## src/logic/mmu_pkg.sv

```systemverilog
package mmu_pkg;

    // Address and field widths
    localparam int VADDR_W = 32;
    localparam int PADDR_W = 32;
    localparam int PAGE_BITS = 12;
    localparam int VPN_W = VADDR_W - PAGE_BITS;
    localparam int PFN_W = PADDR_W - PAGE_BITS;

    localparam int TLB_ENTRIES = 8;
    localparam int TLB_IDX_W = $clog2(TLB_ENTRIES);

    // Cycles with aresetn high before the subsystem leaves reset
    localparam int RESET_HOLD_CYCLES = 16;
    localparam int RESET_CNT_W = $clog2(RESET_HOLD_CYCLES);

    // kseg0 and kseg1 share the top two address bits, bit 29 tells them apart
    localparam logic [1:0] SEG_UNMAPPED = 2'b10;

    typedef logic [VADDR_W-1:0] vaddr_t;
    typedef logic [PADDR_W-1:0] paddr_t;
    typedef logic [VPN_W-1:0] vpn_t;
    typedef logic [PFN_W-1:0] pfn_t;
    typedef logic [TLB_IDX_W-1:0] tlb_idx_t;

    // Cause register ExcCode values for the data side
    typedef enum logic [4:0] {
        MOD  = 5'd1, // Store to a clean page
        TLBL = 5'd2, // Load refill or invalid
        TLBS = 5'd3, // Store refill or invalid
        ADEL = 5'd4,
        ADES = 5'd5
    } exc_code_t;

endpackage

```

## src/logic/xlate_if.sv

```systemverilog
interface xlate_if;
    import mmu_pkg::*;

    // Request as accepted by stage 1
    logic valid;
    vaddr_t vaddr;
    logic write;

    // Segment decode
    logic mapped;
    logic unmapped_cached; // kseg0 when set, kseg1 otherwise
    logic addr_error;

    // TLB lookup result captured with the request
    logic hit;
    pfn_t pfn;
    logic v;
    logic d;
    logic c;

    modport src (
        output valid, vaddr, write,
        output mapped, unmapped_cached, addr_error,
        output hit, pfn, v, d, c
    );

    modport dst (
        input valid, vaddr, write,
        input mapped, unmapped_cached, addr_error,
        input hit, pfn, v, d, c
    );

endinterface

```

## src/logic/fault_stage.sv

```systemverilog
module fault_stage (
    input  logic                aclk,
    input  logic                i_rst,

    xlate_if.dst                i_x,

    output logic                o_mem_valid,
    output mmu_pkg::paddr_t     o_mem_paddr,
    output logic                o_mem_write,
    output logic                o_mem_cached,

    output logic                o_fault_valid,
    output mmu_pkg::exc_code_t  o_fault_code,
    output mmu_pkg::vaddr_t     o_fault_vaddr
);
    import mmu_pkg::*;

    logic miss;
    logic modified;
    logic fault;
    exc_code_t code;
    paddr_t paddr;
    logic cached;

    // Refill and invalid report the same code on the data side
    assign miss = i_x.mapped && (!i_x.hit || !i_x.v);
    assign modified = i_x.mapped && i_x.write && !i_x.d;
    assign fault = i_x.addr_error || miss || modified;

    always_comb begin
        if (i_x.addr_error) begin
            code = i_x.write ? ADES : ADEL;
        end else if (miss) begin
            code = i_x.write ? TLBS : TLBL;
        end else begin
            code = MOD;
        end
    end

    // kseg0 and kseg1 both map onto the low 512 MB
    assign paddr = i_x.mapped ? {i_x.pfn, i_x.vaddr[PAGE_BITS-1:0]}
                              : {3'b000, i_x.vaddr[VADDR_W-4:0]};
    assign cached = i_x.mapped ? i_x.c : i_x.unmapped_cached;

    always_ff @(posedge aclk) begin
        if (i_rst) begin
            o_mem_valid <= 1'b0;
            o_fault_valid <= 1'b0;
        end else begin
            o_mem_valid <= i_x.valid && !fault;
            o_fault_valid <= i_x.valid && fault;
        end
    end

    always_ff @(posedge aclk) begin
        if (i_x.valid) begin
            o_mem_paddr <= paddr;
            o_mem_write <= i_x.write;
            o_mem_cached <= cached;
            o_fault_code <= code;
            o_fault_vaddr <= i_x.vaddr; // Becomes BadVAddr in the core
        end
    end

endmodule

```

## src/logic/mmu_top.sv

```systemverilog
module mmu_top (
    input  logic                aclk,
    input  logic                aresetn,

    input  logic                i_tlb_we,
    input  mmu_pkg::tlb_idx_t   i_tlb_index,
    input  mmu_pkg::vpn_t       i_tlb_vpn,
    input  mmu_pkg::pfn_t       i_tlb_pfn,
    input  logic                i_tlb_v,
    input  logic                i_tlb_d,
    input  logic                i_tlb_c,

    input  logic                i_req_valid,
    input  mmu_pkg::vaddr_t     i_req_vaddr,
    input  logic                i_req_write,
    input  logic                i_kernel_mode,

    output logic                o_ready,

    output logic                o_mem_valid,
    output mmu_pkg::paddr_t     o_mem_paddr,
    output logic                o_mem_write,
    output logic                o_mem_cached,

    output logic                o_fault_valid,
    output mmu_pkg::exc_code_t  o_fault_code,
    output mmu_pkg::vaddr_t     o_fault_vaddr
);
    import mmu_pkg::*;

    logic rst;
    vpn_t lvpn;
    logic tlb_hit;
    pfn_t tlb_pfn;
    logic tlb_v;
    logic tlb_d;
    logic tlb_c;

    xlate_if x_bus ();

    reset_stretch reset_stretch_i (
        .aclk    (aclk),
        .aresetn (aresetn),
        .o_rst   (rst),
        .o_ready (o_ready)
    );

    tlb_array tlb_array_i (
        .aclk   (aclk),
        .i_rst  (rst),
        .i_we   (i_tlb_we),
        .i_widx (i_tlb_index),
        .i_wvpn (i_tlb_vpn),
        .i_wpfn (i_tlb_pfn),
        .i_wv   (i_tlb_v),
        .i_wd   (i_tlb_d),
        .i_wc   (i_tlb_c),
        .i_lvpn (lvpn),
        .o_hit  (tlb_hit),
        .o_pfn  (tlb_pfn),
        .o_v    (tlb_v),
        .o_d    (tlb_d),
        .o_c    (tlb_c)
    );

    xlate_stage xlate_stage_i (
        .aclk          (aclk),
        .i_rst         (rst),
        .i_ready       (o_ready),
        .i_req_valid   (i_req_valid),
        .i_req_vaddr   (i_req_vaddr),
        .i_req_write   (i_req_write),
        .i_kernel_mode (i_kernel_mode),
        .o_lvpn        (lvpn),
        .i_hit         (tlb_hit),
        .i_pfn         (tlb_pfn),
        .i_v           (tlb_v),
        .i_d           (tlb_d),
        .i_c           (tlb_c),
        .o_x           (x_bus.src)
    );

    fault_stage fault_stage_i (
        .aclk          (aclk),
        .i_rst         (rst),
        .i_x           (x_bus.dst),
        .o_mem_valid   (o_mem_valid),
        .o_mem_paddr   (o_mem_paddr),
        .o_mem_write   (o_mem_write),
        .o_mem_cached  (o_mem_cached),
        .o_fault_valid (o_fault_valid),
        .o_fault_code  (o_fault_code),
        .o_fault_vaddr (o_fault_vaddr)
    );

endmodule

```

## src/logic/reset_stretch.sv

```systemverilog
module reset_stretch (
    input  logic aclk,
    input  logic aresetn,
    output logic o_rst,
    output logic o_ready
);
    import mmu_pkg::*;

    logic [RESET_CNT_W-1:0] hold_cnt;
    logic rst_q;

    // Counts edges with aresetn high, any low edge starts the hold over
    always_ff @(posedge aclk) begin
        if (!aresetn) begin
            hold_cnt <= '0;
            rst_q <= 1'b1;
        end else if (rst_q) begin
            hold_cnt <= hold_cnt + 1'b1;
            if (hold_cnt == RESET_CNT_W'(RESET_HOLD_CYCLES - 1)) begin
                rst_q <= 1'b0; // Last edge of the hold
            end
        end
    end

    assign o_rst = rst_q;
    assign o_ready = ~rst_q;

endmodule

```

## src/logic/tlb_array.sv

```systemverilog
module tlb_array (
    input  logic               aclk,
    input  logic               i_rst,

    input  logic               i_we,
    input  mmu_pkg::tlb_idx_t  i_widx,
    input  mmu_pkg::vpn_t      i_wvpn,
    input  mmu_pkg::pfn_t      i_wpfn,
    input  logic               i_wv,
    input  logic               i_wd,
    input  logic               i_wc,

    input  mmu_pkg::vpn_t      i_lvpn,

    output logic               o_hit,
    output mmu_pkg::pfn_t      o_pfn,
    output logic               o_v,
    output logic               o_d,
    output logic               o_c
);
    import mmu_pkg::*;

    vpn_t entry_vpn [TLB_ENTRIES];
    pfn_t entry_pfn [TLB_ENTRIES];
    logic [TLB_ENTRIES-1:0] entry_v;
    logic [TLB_ENTRIES-1:0] entry_d;
    logic [TLB_ENTRIES-1:0] entry_c;

    // An entry only takes part in matching once it has been written
    logic [TLB_ENTRIES-1:0] entry_present;

    logic [TLB_ENTRIES-1:0] match;

    always_ff @(posedge aclk) begin
        if (i_rst) begin
            entry_present <= '0;
        end else if (i_we) begin
            entry_present[i_widx] <= 1'b1;
        end
    end

    always_ff @(posedge aclk) begin
        if (i_we) begin
            entry_vpn[i_widx] <= i_wvpn;
            entry_pfn[i_widx] <= i_wpfn;
            entry_v[i_widx] <= i_wv;
            entry_d[i_widx] <= i_wd;
            entry_c[i_widx] <= i_wc;
        end
    end

    always_comb begin
        for (int i = 0; i < TLB_ENTRIES; i++) begin
            match[i] = entry_present[i] && (entry_vpn[i] == i_lvpn);
        end
    end

    // Walks down so the lowest matching index is the last one assigned
    always_comb begin
        o_hit = 1'b0;
        o_pfn = '0;
        o_v = 1'b0;
        o_d = 1'b0;
        o_c = 1'b0;
        for (int i = TLB_ENTRIES - 1; i >= 0; i--) begin
            if (match[i]) begin
                o_hit = 1'b1;
                o_pfn = entry_pfn[i];
                o_v = entry_v[i];
                o_d = entry_d[i];
                o_c = entry_c[i];
            end
        end
    end

endmodule

```

## src/logic/xlate_stage.sv

```systemverilog
module xlate_stage (
    input  logic              aclk,
    input  logic              i_rst,
    input  logic              i_ready,

    input  logic              i_req_valid,
    input  mmu_pkg::vaddr_t   i_req_vaddr,
    input  logic              i_req_write,
    input  logic              i_kernel_mode,

    output mmu_pkg::vpn_t     o_lvpn,

    input  logic              i_hit,
    input  mmu_pkg::pfn_t     i_pfn,
    input  logic              i_v,
    input  logic              i_d,
    input  logic              i_c,

    xlate_if.src              o_x
);
    import mmu_pkg::*;

    logic accept;
    logic seg_kernel;
    logic seg_unmapped;
    logic seg_cached;
    logic addr_error;

    assign accept = i_req_valid && i_ready;

    // The TLB is searched on the raw page number, segment decode runs alongside
    assign o_lvpn = i_req_vaddr[VADDR_W-1:PAGE_BITS];

    assign seg_kernel = i_req_vaddr[VADDR_W-1];
    assign seg_unmapped = i_req_vaddr[VADDR_W-1:VADDR_W-2] == SEG_UNMAPPED;
    assign seg_cached = seg_unmapped && !i_req_vaddr[VADDR_W-3]; // kseg0
    assign addr_error = seg_kernel && !i_kernel_mode;

    always_ff @(posedge aclk) begin
        if (i_rst) begin
            o_x.valid <= 1'b0;
        end else begin
            o_x.valid <= accept;
        end
    end

    always_ff @(posedge aclk) begin
        if (accept) begin
            o_x.vaddr <= i_req_vaddr;
            o_x.write <= i_req_write;
            o_x.mapped <= !seg_unmapped;
            o_x.unmapped_cached <= seg_cached;
            o_x.addr_error <= addr_error;
            o_x.hit <= i_hit;
            o_x.pfn <= i_pfn;
            o_x.v <= i_v;
            o_x.d <= i_d;
            o_x.c <= i_c;
        end
    end

endmodule

```

## config.mk

```make
export PLATFORM = sky130hd
export DESIGN_NAME = mmu_top
export DESIGN_NICKNAME = d
export VERILOG_FILES = /design/src/logic/mmu_pkg.sv /design/src/logic/xlate_if.sv /design/src/logic/fault_stage.sv /design/src/logic/mmu_top.sv /design/src/logic/reset_stretch.sv /design/src/logic/tlb_array.sv /design/src/logic/xlate_stage.sv
export SDC_FILE = /design/constraint.sdc
export NUM_CORES = 1
export LEC_CHECK = 0
export BUFFER_PORTS_ARGS = -buffer_cell sky130_fd_sc_hd__buf_4
export CORE_MARGIN = 5
export CORE_UTILIZATION = 45
export DETAILED_ROUTE_END_ITERATION = 12
export PLACE_DENSITY = 0.71
export SLEW_MARGIN = 20
export SYNTH_ARGS = -nofsm -noshare
export SYNTH_HDL_FRONTEND = slang
export SYNTH_SLANG_ARGS = --single-unit
```

## constraint.sdc

```tcl
create_clock -name aclk -period 5.8 [get_ports aclk]
set_clock_uncertainty 0.15 [all_clocks]
set_input_delay 1.16 -clock aclk [delete_from_list [all_inputs] [get_ports aclk]]
set_output_delay 1.16 -clock aclk [all_outputs]
set_load 0.02 [all_outputs]
```

## Word-level counts from Yosys, hierarchy flattened

Memory sizes are Yosys's and may differ from the RTL's.
Index checks and enable logic that the tools add are counted.

| word-level totals | value |
|---|---|
| register bits | 171 |
| bits in writable memories | 320 |
| bits of input ports | 84 |
| output and inout port bits | 74 |
| memories | 2 |

| operators by class | value |
|---|---|
| add/sub/neg operators | 1 |
| $lt $le $gt $ge | 2 |
| eq/ne operators | 10 |
| muxes and demuxes | 48 |
| bitwise operators | 2 |
| reductions and logical operators | 28 |

Memories:

| name | words | width | rd ports | clocked after memory_dff | write ports | RTL line | RTL |
|---|---|---|---|---|---|---|---|
| tlb_array_i.entry_pfn | 8 | 20 | 8 | 0 | 1 | tlb_array.sv:24 | `pfn_t entry_pfn [TLB_ENTRIES];` |
| tlb_array_i.entry_vpn | 8 | 20 | 8 | 0 | 1 | tlb_array.sv:23 | `vpn_t entry_vpn [TLB_ENTRIES];` |

Operator list:

| cell | count |
|---|---|
| 20-bit == test | 8 |
| 20-bit two-way mux | 8 |
| 1-bit two-way mux | 33 |
| 29-bit two-way mux | 1 |
| 8-bit bitwise mux | 3 |
| 1-bit logical AND | 17 |
| 5-bit two-way mux | 2 |
| 8-bit OR | 1 |
| 1-bit zero test | 7 |
| 7-bit OR reduction | 1 |
| 4-bit by 1-bit adder with 4-bit output (second input constant) | 1 |
| 4-bit == test (second input constant) | 1 |
| 3-bit by 4-bit less-than comparator with 1-bit output (second input constant) | 1 |
| 1-bit demux with 3-bit select | 1 |
| 3-bit by 1-bit >= comparator with 1-bit output (second input constant) | 1 |
| 1-bit logical OR | 3 |
| 2-bit == test (second input constant) | 1 |
| 1-bit NOT | 1 |

## Longest topological paths before layout

Gate-level depths: netlist of run 1.
An unclocked memory read counts as a cell.

| logic depth | value |
|---|---|
| word-level depth | 11 |
| mapped depth | 10 |
| gate-level depth less buffers | 7 |

## Hierarchy

Synthesis of run 1 repeated with hierarchy kept, for this count alone.

| second synthesis, totals | value |
|---|---|
| cell total of the unflattened synthesis | 1120 |
| area, all modules | 18891.9 um^2 |

Modules (own cells, without submodules):

| module | instances | cells each | area an instance (um^2) |
|---|---|---|---|
| tlb_array | 1 | 904 | 14420.1 |
| fault_stage | 1 | 108 | 2235.9 |
| xlate_stage | 1 | 86 | 2011.9 |
| reset_stretch | 1 | 22 | 224.0 |

## Worst setup path after synthesis of run 1

OpenSTA, ideal clock, no wires.

| timing | value |
|---|---|
| kind | in2reg |
| start point | in i_tlb_index[0] |
| end point | reg tlb_array_i.entry_c[0], enable pin |
| library setup time | 500 ps |
| data arrival time | 4332 ps |
| data required time | 5150 ps |
| slack | 818 ps |
| stages | 2 |
| path buffers | 0 |
| cell sequence | nand2b_1 > nor3_1 |

RTL lines:

| what | RTL line | RTL |
|---|---|---|
| start: declaration | mmu_top.sv:6 | `input mmu_pkg::tlb_idx_t i_tlb_index,` |
| end signal: indexed assignment | tlb_array.sv:48 | `entry_c[i_widx] <= i_wc;` |
| end: declaration | tlb_array.sv:27 | `logic [TLB_ENTRIES-1:0] entry_c;` |

## Final worst setup path of run 1

| timing | value |
|---|---|
| start point | in i_req_vaddr[28] |
| end point | reg xlate_stage_i.o_x.d (data pin) |

| between the ends | value |
|---|---|
| word-level cells in the longest chain between the ends | 10 |
| elaborated cells on any way between the ends | 24 |
| those cells by class | eq/ne: 8; mux: 8; reduce/logical: 8 |

Ends and longest elaborated chain:

| what | RTL line | RTL |
|---|---|---|
| start: declaration | mmu_top.sv:14 | `input mmu_pkg::vaddr_t i_req_vaddr,` |
| 20-bit == test | tlb_array.sv:54 | `match[i] = entry_present[i] && (entry_vpn[i] == i_lvpn);` |
| 1-bit logical AND | tlb_array.sv:54 |  |
| 1-bit two-way mux (7 in series) | tlb_array.sv:66 | `if (match[i]) begin` |
| 1-bit two-way mux (*) | tlb_array.sv:66 |  |
| via tlb_array_i.o_d | tlb_array.sv:18 | `output logic o_d,` |
| end signal: assignment | xlate_stage.sv:57 | `o_x.d <= i_d;` |
| end: declaration | xlate_if.sv:24 | `output hit, pfn, v, d, c` |

The timed path passes the listed nets; every way through them passes the cells marked *.
A chain may end at the register's enable or synchronous reset.

==> flow_summary.json, run 1 <==
{
  "outcome": "completed",
  "holdBufCountCts": 0,
  "hp-class": "reg -> reg",
  "final_common_cell": "edfxtp_1",
  "cts_made_buffers": 46,
  "finalHoldViolations": 0,
  "drt-wirelength-per-cell_um": 25.2,
  "syn_inst": 1101,
  "drt_wl_total_mm": 46.0,
  "dieArea_um2": 45300,
  "insertion_delay_ns": 0.56,
  "yosysSeqAreaShare_pct": 76.6,
  "dp_hpwl_mm": 28.7,
  "grt_pass1_wl_mm": 66.7,
  "slowest_stage": "nor4_2",
  "rows": 74,
  "start_kind": "primary input",
  "viasPerCell": 5.68,
  "synth_edf_count": 461,
  "clock.fmax_mhz": 258,
  "fp.dieH_um": 213,
  "p_per_area_nw_per_um2": 335,
  "avgSynthCellArea_um2": 16.8,
  "setup_viol": 0,
  "mostFrequentLayoutCells": "461 x edfxtp_1, 178 x buf_4, 128 x xnor2_1, 49 x clkbuf_16, 48 x nand2_1",
  "p_leak_nw": 7.17,
  "antenna_found_initial": 4,
  "ys_types": 50,
  "htreeDepth": 2,
  "cts_root_buf": "clkbuf_16",
  "cp_top_family": "simple AND/OR/NAND/NOR gates",
  "ir_drop_mv": 0.191,
  "synthFlopType": "edfxtp_1",
  "dr.pass1.iters": 5,
  "tightest_slew_ns": 1.09,
  "crit_chain": "buf_4, xnor2_1, nand4_1, nor4_2, nand2_1, o21a_1, a31oi_1, o31ai_1",
  "place_congestion": 0.829,
  "clock_sinks": 477,
  "tritoncts": "done",
  "endpoint_kind": "flip-flop",
  "drv_cap": 0,
  "min_period_ns": 3.88,
  "maxSlewViolCount": 0,
  "clkTransAtPathRegs_ns": 0.06,
  "pre_cts_ws_ns": 1.43,
  "start_util_pct": 45.4,
  "multi_input_area_um2": 3910,
  "dr_total_vias": 10400,
  "post_cts_resized": 0,
  "ys_seq_elements": 477,
  "io_buffer_count": 155,
  "worstPathRequired_ns": 5.93,
  "grt_overflow_total": 0,
  "tns_ns": 0,
  "ys_async_sr_fraction_pct": 0,
  "slew_headroom_pct": 26.6,
  "crit_arrival_ns": 4.02,
  "grt_pass1_vias": 10300,
  "drt-initial-drc-count": 1196,
  "ant_nets": 0,
  "fill_cells": 3230,
  "post_cts_buffers": 0,
  "path_class": "in -> reg",
  "ff_latch_area_um2": 14200,
  "ios": 158,
  "grt_max_degree": 60,
  "timing.final.crit_share_pct": 66.9,
  "rsz0062_at_grt": "no",
  "ys_warn_count": 0,
  "core_um2": 40700,
  "grt_use_total_pct": 19.9,
  "nets": 1341,
  "die_w_um": 213,
  "critPathMaxFanout": 11,
  "synth_area_um2": 18500,
  "synthToLayoutAreaGrowth_pct": 17.6,
  "worst_slack_ns": 1.92,
  "cp.buffers_inverters": 1,
  "drc": 0,
  "slowest_delay_ns": 0.95,
  "clock_path_buffers": 3,
  "drive_above_1_share_pct": 22.3
}
-- registers in the layout, indices dropped and copies added (netlist names), 8 cells and up --
signal,flops
tlb_array_i.entry_d,8
tlb_array_i.entry_pfn,160
xlate_stage_i.o_x.vaddr,32
tlb_array_i.entry_present,8
fault_stage_i.o_mem_paddr,32
xlate_stage_i.o_x.pfn,20
tlb_array_i.entry_c,8
tlb_array_i.entry_v,8
tlb_array_i.entry_vpn,160
fault_stage_i.o_fault_vaddr,20
-- layer usage --
metal  vias up  global-route usage [%]  share of wire [%]
li1       4494                       -                  -
met1      5254                    28.2                 42
met2       550                    32.3                 47
met3        69                    3.94                9.1
met4         4                    4.83                1.8
met5         -                       0              0.059
-- cell families after synthesis --
group	synth area share [%]
simple gates	5.65
flops	76.6
buf+inv	2.67
compound gates	5.53
other cells	0.0203
fa+ha+maj	0.0676
mux	1.70
xor+xnor	7.80
-- final timing paths --
kind	slack (ns)	endpoint	from	cells past startpoint
max	1.92	xlate_stage_i.o_x.d$_DFFE_PP_	i_req_vaddr[28]	8
max reg2reg	2.34	xlate_stage_i.o_x.d$_DFFE_PP_	tlb_array_i.entry_vpn[3][16]$_DFFE_PP_	7
min reg2reg	0.27	fault_stage_i.o_mem_paddr[1]$_DFFE_PP_	xlate_stage_i.o_x.vaddr[1]$_DFFE_PP_	0
min	0.27	fault_stage_i.o_mem_paddr[1]$_DFFE_PP_	xlate_stage_i.o_x.vaddr[1]$_DFFE_PP_	0
-- through the flow --
step                cell area, um2  utilization (%)  cells  hold WS, ns  power (mW)
floorplan                    18500                -   1102        0.250        4.08
global placement             20100             49.4   1739        0.251        4.21
detailed placement           20100             49.4   1739        0.255        4.22
CTS                          21700             53.3   1823        0.268        7.31
global route                 21800             53.4   1825        0.270        7.48
finish                       21800             53.4   1825        0.268        7.28
-- final cells by class --
class                           instances  area share (%)
Sequential cell                       477            65.1
Multi-Input combinational cell        536            18.0
Timing Repair Buffer                  179            6.27
Clock buffer                           55            5.74
Tap cell                              532            3.06
Clock inverter                         29            1.53
Inverter                               16           0.276
Antenna cell                            1          0.0115
-- power breakdown --
group	internal, mW	switching (mW)
Sequential	3.85	0.0266
Clock	1.85	1.28
Combinational	0.103	0.169
Total	5.81	1.47
-- synth_stat cells, types with 3 or more instances --
library cell | count | area (um2)
buf_6 | 6 | 67.6
and2_1 | 12 | 75.1
a211oi_1 | 9 | 67.6
nor2_1 | 28 | 105
o21ai_0 | 46 | 230
inv_1 | 15 | 56.3
a211o_1 | 9 | 78.8
o31ai_1 | 9 | 67.6
edfxtp_1 | 461 | 13800
xor2_1 | 33 | 289
nor3_1 | 12 | 60.1
a221o_1 | 4 | 40.0
nand2b_1 | 3 | 18.8
a32oi_1 | 9 | 78.8
a21oi_1 | 6 | 30.0
dfxtp_1 | 16 | 320
o2111a_1 | 9 | 101
nand4_1 | 37 | 231
o21a_1 | 12 | 90.1
nor2b_1 | 4 | 25.0
a31oi_1 | 8 | 50.1
buf_4 | 21 | 158
buf_2 | 15 | 75.1
xnor2_1 | 128 | 1120
o211ai_1 | 4 | 30.0
nor4_1 | 14 | 87.6
and3_1 | 11 | 68.8
mux2i_1 | 10 | 100
a41oi_1 | 9 | 78.8
mux2_2 | 19 | 214
nand2_1 | 48 | 180
nand3_1 | 23 | 115
clkbuf_1 | 30 | 113
(Power assumes the default switching activity.)
==> run 2: changes to the inputs <==
clock period = 4 ns   (was 5.8 ns; I/O delays follow)
==> run 2 against run 1 <==
- power increased by 45%
- clock-buffer cell count is 2 higher
- global-route usage is 0.063 points lower
- worst hold slack about the same
- design area rose by 0.64%
- clock power up 46%
- first-iteration DRC count up 8.7%
- combinational power up 44%
- critical endpoint is now xlate_stage_i.o_x.pfn[13]$_DFFE_PP_
- largest power group unchanged
- highest routed layer unchanged
==> flow_summary.json, run 2 (synthesis gave the netlist of run 1 again) <==
{
  "r2r-start": "tlb_array_i.entry_vpn[4][6]$_DFFE_PP_",
  "tightest_slew_ns": 1.02,
  "path_class": "in -> reg",
  "die_w_um": 213,
  "p_leak_nw": 7.28,
  "holdBufCountCts": 0,
  "hp-class": "reg -> reg",
  "cp.buffers_inverters": 3,
  "dp_cells": 1756,
  "critPathMaxFanout": 12,
  "synthToLayoutAreaGrowth_pct": 18.3,
  "grt_overflow_total": 0,
  "r2r_cells": 8,
  "nets": 1358,
  "endpoint_kind": "flip-flop",
  "critPathLaunch": "i_req_vaddr[29]",
  "tns_ns": 0,
  "core_um2": 40700,
  "reg2reg_setup_slack_ns": 1.04,
  "clock.fmax_mhz": 329,
  "clkTransAtPathRegs_ns": 0.06,
  "antenna_cells": 0,
  "post_cts_resized": 0,
  "fp.dieH_um": 213,
  "dr.pass1.iters": 7,
  "htreeDepth": 2,
  "r2r-end": "xlate_stage_i.o_x.pfn[19]$_DFFE_PP_",
  "drt-wirelength-per-cell_um": 24.8,
  "viasPerCell": 5.63,
  "slew_headroom_pct": 32.1,
  "insertion_delay_ns": 0.55,
  "fin_area_um2": 21900,
  "ant_nets": 0,
  "ir_drop_mv": 0.329,
  "min_period_ns": 3.04,
  "antenna_found_initial": 1,
  "maxSlewViolCount": 0,
  "start_util_pct": 45.4,
  "clock_path_buffers": 3,
  "worst_slack_ns": 0.961,
  "dieArea_um2": 45300,
  "grt_max_degree": 61,
  "largestRegisters": "tlb_array_i.entry_pfn x160, tlb_array_i.entry_vpn x160",
  "post_cts_buffers": 0,
  "dr_total_vias": 10400,
  "dpl-instance-area_um2": 20300,
  "place_congestion": 0.824,
  "crit_chain": "buf_4, xnor2_1, nand4_1, nor4_2, buf_4, a22oi_1, buf_4, and2_1, o211ai_1, a41oi_1",
  "grt_pass1_vias": 10300,
  "cts_made_buffers": 47,
  "clock_sinks": 477,
  "slowest_stage": "xnor2_1",
  "timing.final.crit_share_pct": 76.0,
  "rows": 74,
  "rsz0062_at_grt": "no",
  "drv_cap": 0,
  "pre_cts_ws_ns": 0.408,
  "tritoncts": "done",
  "mostFrequentLayoutCells": "461 x edfxtp_1, 194 x buf_4, 128 x xnor2_1, 49 x clkbuf_16, 48 x nand2_1",
  "crit_end": "xlate_stage_i.o_x.pfn[13]$_DFFE_PP_",
  "grt_use_total_pct": 19.9,
  "cts_root_buf": "clkbuf_16",
  "worst-path-stages": 10,
  "p_per_area_nw_per_um2": 483,
  "drt-initial-drc-count": 1300,
  "drc": 0,
  "final_cells": 1842,
  "crit_top_cell": "buf_4",
  "dp_hpwl_mm": 28.9,
  "start_kind": "primary input",
  "drive_above_1_share_pct": 23.1,
  "outcome": "completed",
  "total_power_mw": 10.6,
  "slowest_delay_ns": 0.39,
  "setup_viol": 0,
  "worstPathRequired_ns": 4.12,
  "final_common_cell": "edfxtp_1",
  "drt_wl_total_mm": 45.7,
  "ios": 158,
  "grt_pass1_wl_mm": 66.5,
  "crit_arrival_ns": 3.15,
  "cp_top_family": "simple AND/OR/NAND/NOR gates",
  "finalHoldViolations": 0,
  "io_buffer_count": 155
}
-- run 2: changes by cell type in the layout (fill, tap and decap cells not counted), sizes merged --
| cell | previous run | this run |
|---|---|---|
| diode | 1 | 0 |
| clkbuf | 55 | 57 |
| clkinv | 20 | 22 |
| clkinvlp | 3 | 0 |
| buf | 179 | 195 |
| bufinv | 7 | 8 |
-- run 2: layer usage --
layer  wire, um  share of wire [%]  track usage (%)
met3       4180                9.1             4.60
met2      21400                 47             31.4
met5         38              0.083                0
met4        994                2.2             5.23
met1      19100                 42             28.2
-- run 2: final cells by class --
type | count | area (um2)
repair buffers | 195 | 1480
well taps | 532 | 666
flip-flops and latches | 477 | 14200
clock inverters | 29 | 342
inverters | 16 | 60.1
multi-input cells | 536 | 3930
clock buffers | 57 | 1260
fillers | 3194 | 18800
-- run 2: worst min path at each step --
stage	depth (start not counted)	start	end
after floorplan	0	xlate_stage_i.o_x.vaddr[29]$_DFFE_PP_	fault_stage_i.o_fault_vaddr[29]$_DFFE_PP_
after global placement	0	xlate_stage_i.o_x.vaddr[29]$_DFFE_PP_	fault_stage_i.o_fault_vaddr[29]$_DFFE_PP_
after detailed placement	0	xlate_stage_i.o_x.vaddr[29]$_DFFE_PP_	fault_stage_i.o_fault_vaddr[29]$_DFFE_PP_
after CTS	1	i_req_write	xlate_stage_i.o_x.write$_DFFE_PP_
after global routing	1	i_req_write	xlate_stage_i.o_x.write$_DFFE_PP_
final	0	xlate_stage_i.o_x.vaddr[1]$_DFFE_PP_	fault_stage_i.o_mem_paddr[1]$_DFFE_PP_
-- run 2: power breakdown --
group          switching [mW]  internal [mW]  total (mW)  leakage (nW)
Clock                    1.82           2.75        4.56         0.788
Sequential             0.0387           5.59        5.63          4.31
Combinational           0.244          0.149       0.392          2.18
Total                    2.10           8.48        10.6          7.28
-- run 2: per-stage QoR --
stage / utilization [%] / hold WS (ns)
floorplan: - / 0.250
global placement: 49.8 / 0.251
detailed placement: 49.8 / 0.255
CTS: 53.7 / 0.252
global route: 53.7 / 0.253
finish: 53.7 / 0.268
-- run 2: worst reg2reg max path, cell delays in order, from the launching register on --
cell and delay, ns:
edfxtp_1 0.38, xnor2_1 0.32, nand4_1 0.16, nor4_1 0.52, and2_1 0.21, buf_4 0.40
a211oi_1 0.11, a211o_1 0.32, a32oi_1 0.22
==> run 3: changes to the inputs <==
PLACE_DENSITY = 0.73   (was 0.71)
clock period = 2.73 ns   (was 4 ns; I/O delays follow)
==> run 3 against run 2 <==
- non-clock buffer count increased by 85
- flip-flop and latch count unchanged
- worst hold slack got worse by 0.25 ns
- core utilization is 2.4 points higher
- largest power group unchanged
- sequential power rose by 46%
- global-route usage grew 0.25 points
- power up 46%
- via count is 3.1% higher
- critical endpoint is now xlate_stage_i.o_x.pfn[17]$_DFFE_PP_
- the run now ends with setup timing left
- design area increased by 4.5%
- largest cell class unchanged
- critical path type is now reg -> reg
- sequential share of layout area down 2.8 points
==> flow_summary.json, run 3 (synthesis gave the netlist of run 1 again) <==
{
  "clock_path_buffers": 3,
  "crit_arrival_ns": 2.89,
  "dr_total_vias": 10700,
  "dr.pass1.iters": 5,
  "drt_wl_total_mm": 46.4,
  "worst_slack_ns": -0.0208,
  "rows": 74,
  "total_power_mw": 15.5,
  "finalHoldViolations": 0,
  "nets": 1443,
  "fin_util_pct": 56.1,
  "dieArea_um2": 45300,
  "critPathMaxFanout": 4,
  "hp-start": "i_req_vaddr[6]",
  "worstPathRequired_ns": 2.86,
  "rsz0062_at_grt": "yes",
  "r2r_cells": 8,
  "io_buffer_count": 155,
  "viasPerCell": 5.55,
  "tns_ns": -0.0208,
  "cts_made_buffers": 47,
  "grt_overflow_total": 0,
  "grt_pass1_vias": 10600,
  "p_per_area_nw_per_um2": 677,
  "antenna_cells": 0,
  "ir_drop_mv": 0.409,
  "htreeDepth": 2,
  "clkTransAtPathRegs_ns": 0.06,
  "place_congestion": 0.876,
  "critPathLaunch": "tlb_array_i.entry_vpn[6][6]$_DFFE_PP_",
  "crit_end": "xlate_stage_i.o_x.pfn[17]$_DFFE_PP_",
  "drt-wirelength-per-cell_um": 24.1,
  "maxSlewViolCount": 0,
  "power_frac_clock_pct": 42.5,
  "largestRegisters": "tlb_array_i.entry_pfn x160, tlb_array_i.entry_vpn x160",
  "cts_root_buf": "clkbuf_16",
  "clock_sinks": 477,
  "pre_cts_ws_ns": -0.443,
  "core_um2": 40700,
  "r2r-end": "xlate_stage_i.o_x.pfn[17]$_DFFE_PP_",
  "violations": "setup timing",
  "drc": 0,
  "dpl-instance-area_um2": 21200,
  "final_common_cell": "edfxtp_1",
  "power.switching_mw": 3.05,
  "reg2reg_setup_slack_ns": -0.02,
  "min_period_ns": 2.75,
  "fill_cells": 3101,
  "drt-initial-drc-count": 1105,
  "antenna_found_initial": 1,
  "timing.final.crit_share_pct": 101,
  "drv_cap": 0,
  "combPwrFrac_pct": 4.3,
  "die_w_um": 213,
  "ant_nets": 0,
  "p_int_mw": 12.4,
  "grt_pass1_wl_mm": 67.8,
  "p_seq_share_pct": 53.3,
  "start_util_pct": 45.4,
  "synthToLayoutAreaGrowth_pct": 23.6,
  "fin_area_um2": 22900,
  "grt_max_degree": 48,
  "start_kind": "flip-flop",
  "mostFrequentLayoutCells": "461 x edfxtp_1, 258 x buf_4, 120 x xnor2_1, 49 x clkbuf_16, 48 x nand2_1",
  "outcome": "complete, but fails checks",
  "r2r-start": "tlb_array_i.entry_vpn[6][6]$_DFFE_PP_",
  "p_leak_nw": 7.78,
  "hp-class": "in -> reg",
  "hold_depth": 1,
  "setup_viol": 1,
  "drive_above_1_share_pct": 28.8,
  "dp_hpwl_mm": 30.1,
  "endpoint_kind": "flip-flop",
  "ios": 158,
  "tritoncts": "done",
  "insertion_delay_ns": 0.55,
  "clock.fmax_mhz": 364,
  "p_sw_share_pct": 19.7,
  "path_class": "reg -> reg",
  "fp.dieH_um": 213,
  "slew_headroom_pct": 46.1,
  "grt_use_total_pct": 20.1,
  "tightest_slew_ns": 0.807
}
[run 3: per-stage QoR]
step	std cells	hold WS, ns
2_1_floorplan	1102	0.250
3_3_place_gp	1838	0.251
3_5_place_dp	1838	0.256
4_1_cts	1925	0.00286
5_1_grt	1926	0.00582
6_report	1926	0.0224
[run 3: cell type report]
cell class,count,area [um2],share of cell area (%)
Timing Repair Buffer,280,2350,10.3
Clock inverter,29,320,1.40
Inverter,16,60.1,0.263
Clock buffer,56,1260,5.52
Multi-Input combinational cell,536,4050,17.7
Sequential cell,477,14200,61.9
Tap cell,532,666,2.91
[run 3: power groups by stage]
stage          logic, mW  clock network, mW  registers [mW]
2_1_floorplan      0.297                  0            8.39
3_3_place_gp       0.637                  0            8.39
3_5_place_dp       0.651                  0            8.40
4_1_cts            0.659               6.67            8.24
5_1_grt            0.700               7.00            8.25
6_report           0.661               6.57            8.24
[run 3: layer usage]
layer | up-vias | share of wire (%) | track usage (%)
li1 | 4701 | - | -
met1 | 5360 | 41 | 28.3
met5 | - | 0.037 | 0
met2 | 548 | 48 | 32.9
met3 | 74 | 9.4 | 4.22
met4 | 2 | 1.7 | 4.30
[run 3: worst min-delay path by stage]
| stage | end | slack, ns |
|---|---|---|
| after global routing | xlate_stage_i.o_x.vaddr[10]$_DFFE_PP_ | 0.006 |
| after CTS | xlate_stage_i.o_x.vaddr[6]$_DFFE_PP_ | 0.003 |
| after global placement | fault_stage_i.o_mem_paddr[6]$_DFFE_PP_ | 0.25 |
| after floorplan | fault_stage_i.o_fault_vaddr[29]$_DFFE_PP_ | 0.25 |
| after detailed placement | fault_stage_i.o_mem_paddr[5]$_DFFE_PP_ | 0.26 |
| final | xlate_stage_i.o_x.vaddr[6]$_DFFE_PP_ | 0.02 |
[run 3: critical path: stages, from the launching register on]
cell and delay (ns):
edfxtp_1 0.42, xnor2_2 0.21, nand4_1 0.15, or4_4 0.62, o211a_4 0.27, buf_6 0.12
a221o_1 0.32, o211ai_1 0.10, a41oi_1 0.14
[run 3: timing repair]
action / 4_1_cts / 5_1_grt
pin swaps: 5 / 9
buffers inserted: 0 / 1
endpoints found under the hold margin: 2 / 0
hold buffers: 2 / 0
gates resized for setup: 2 / 11
endpoints found under the setup margin: 18 / 22
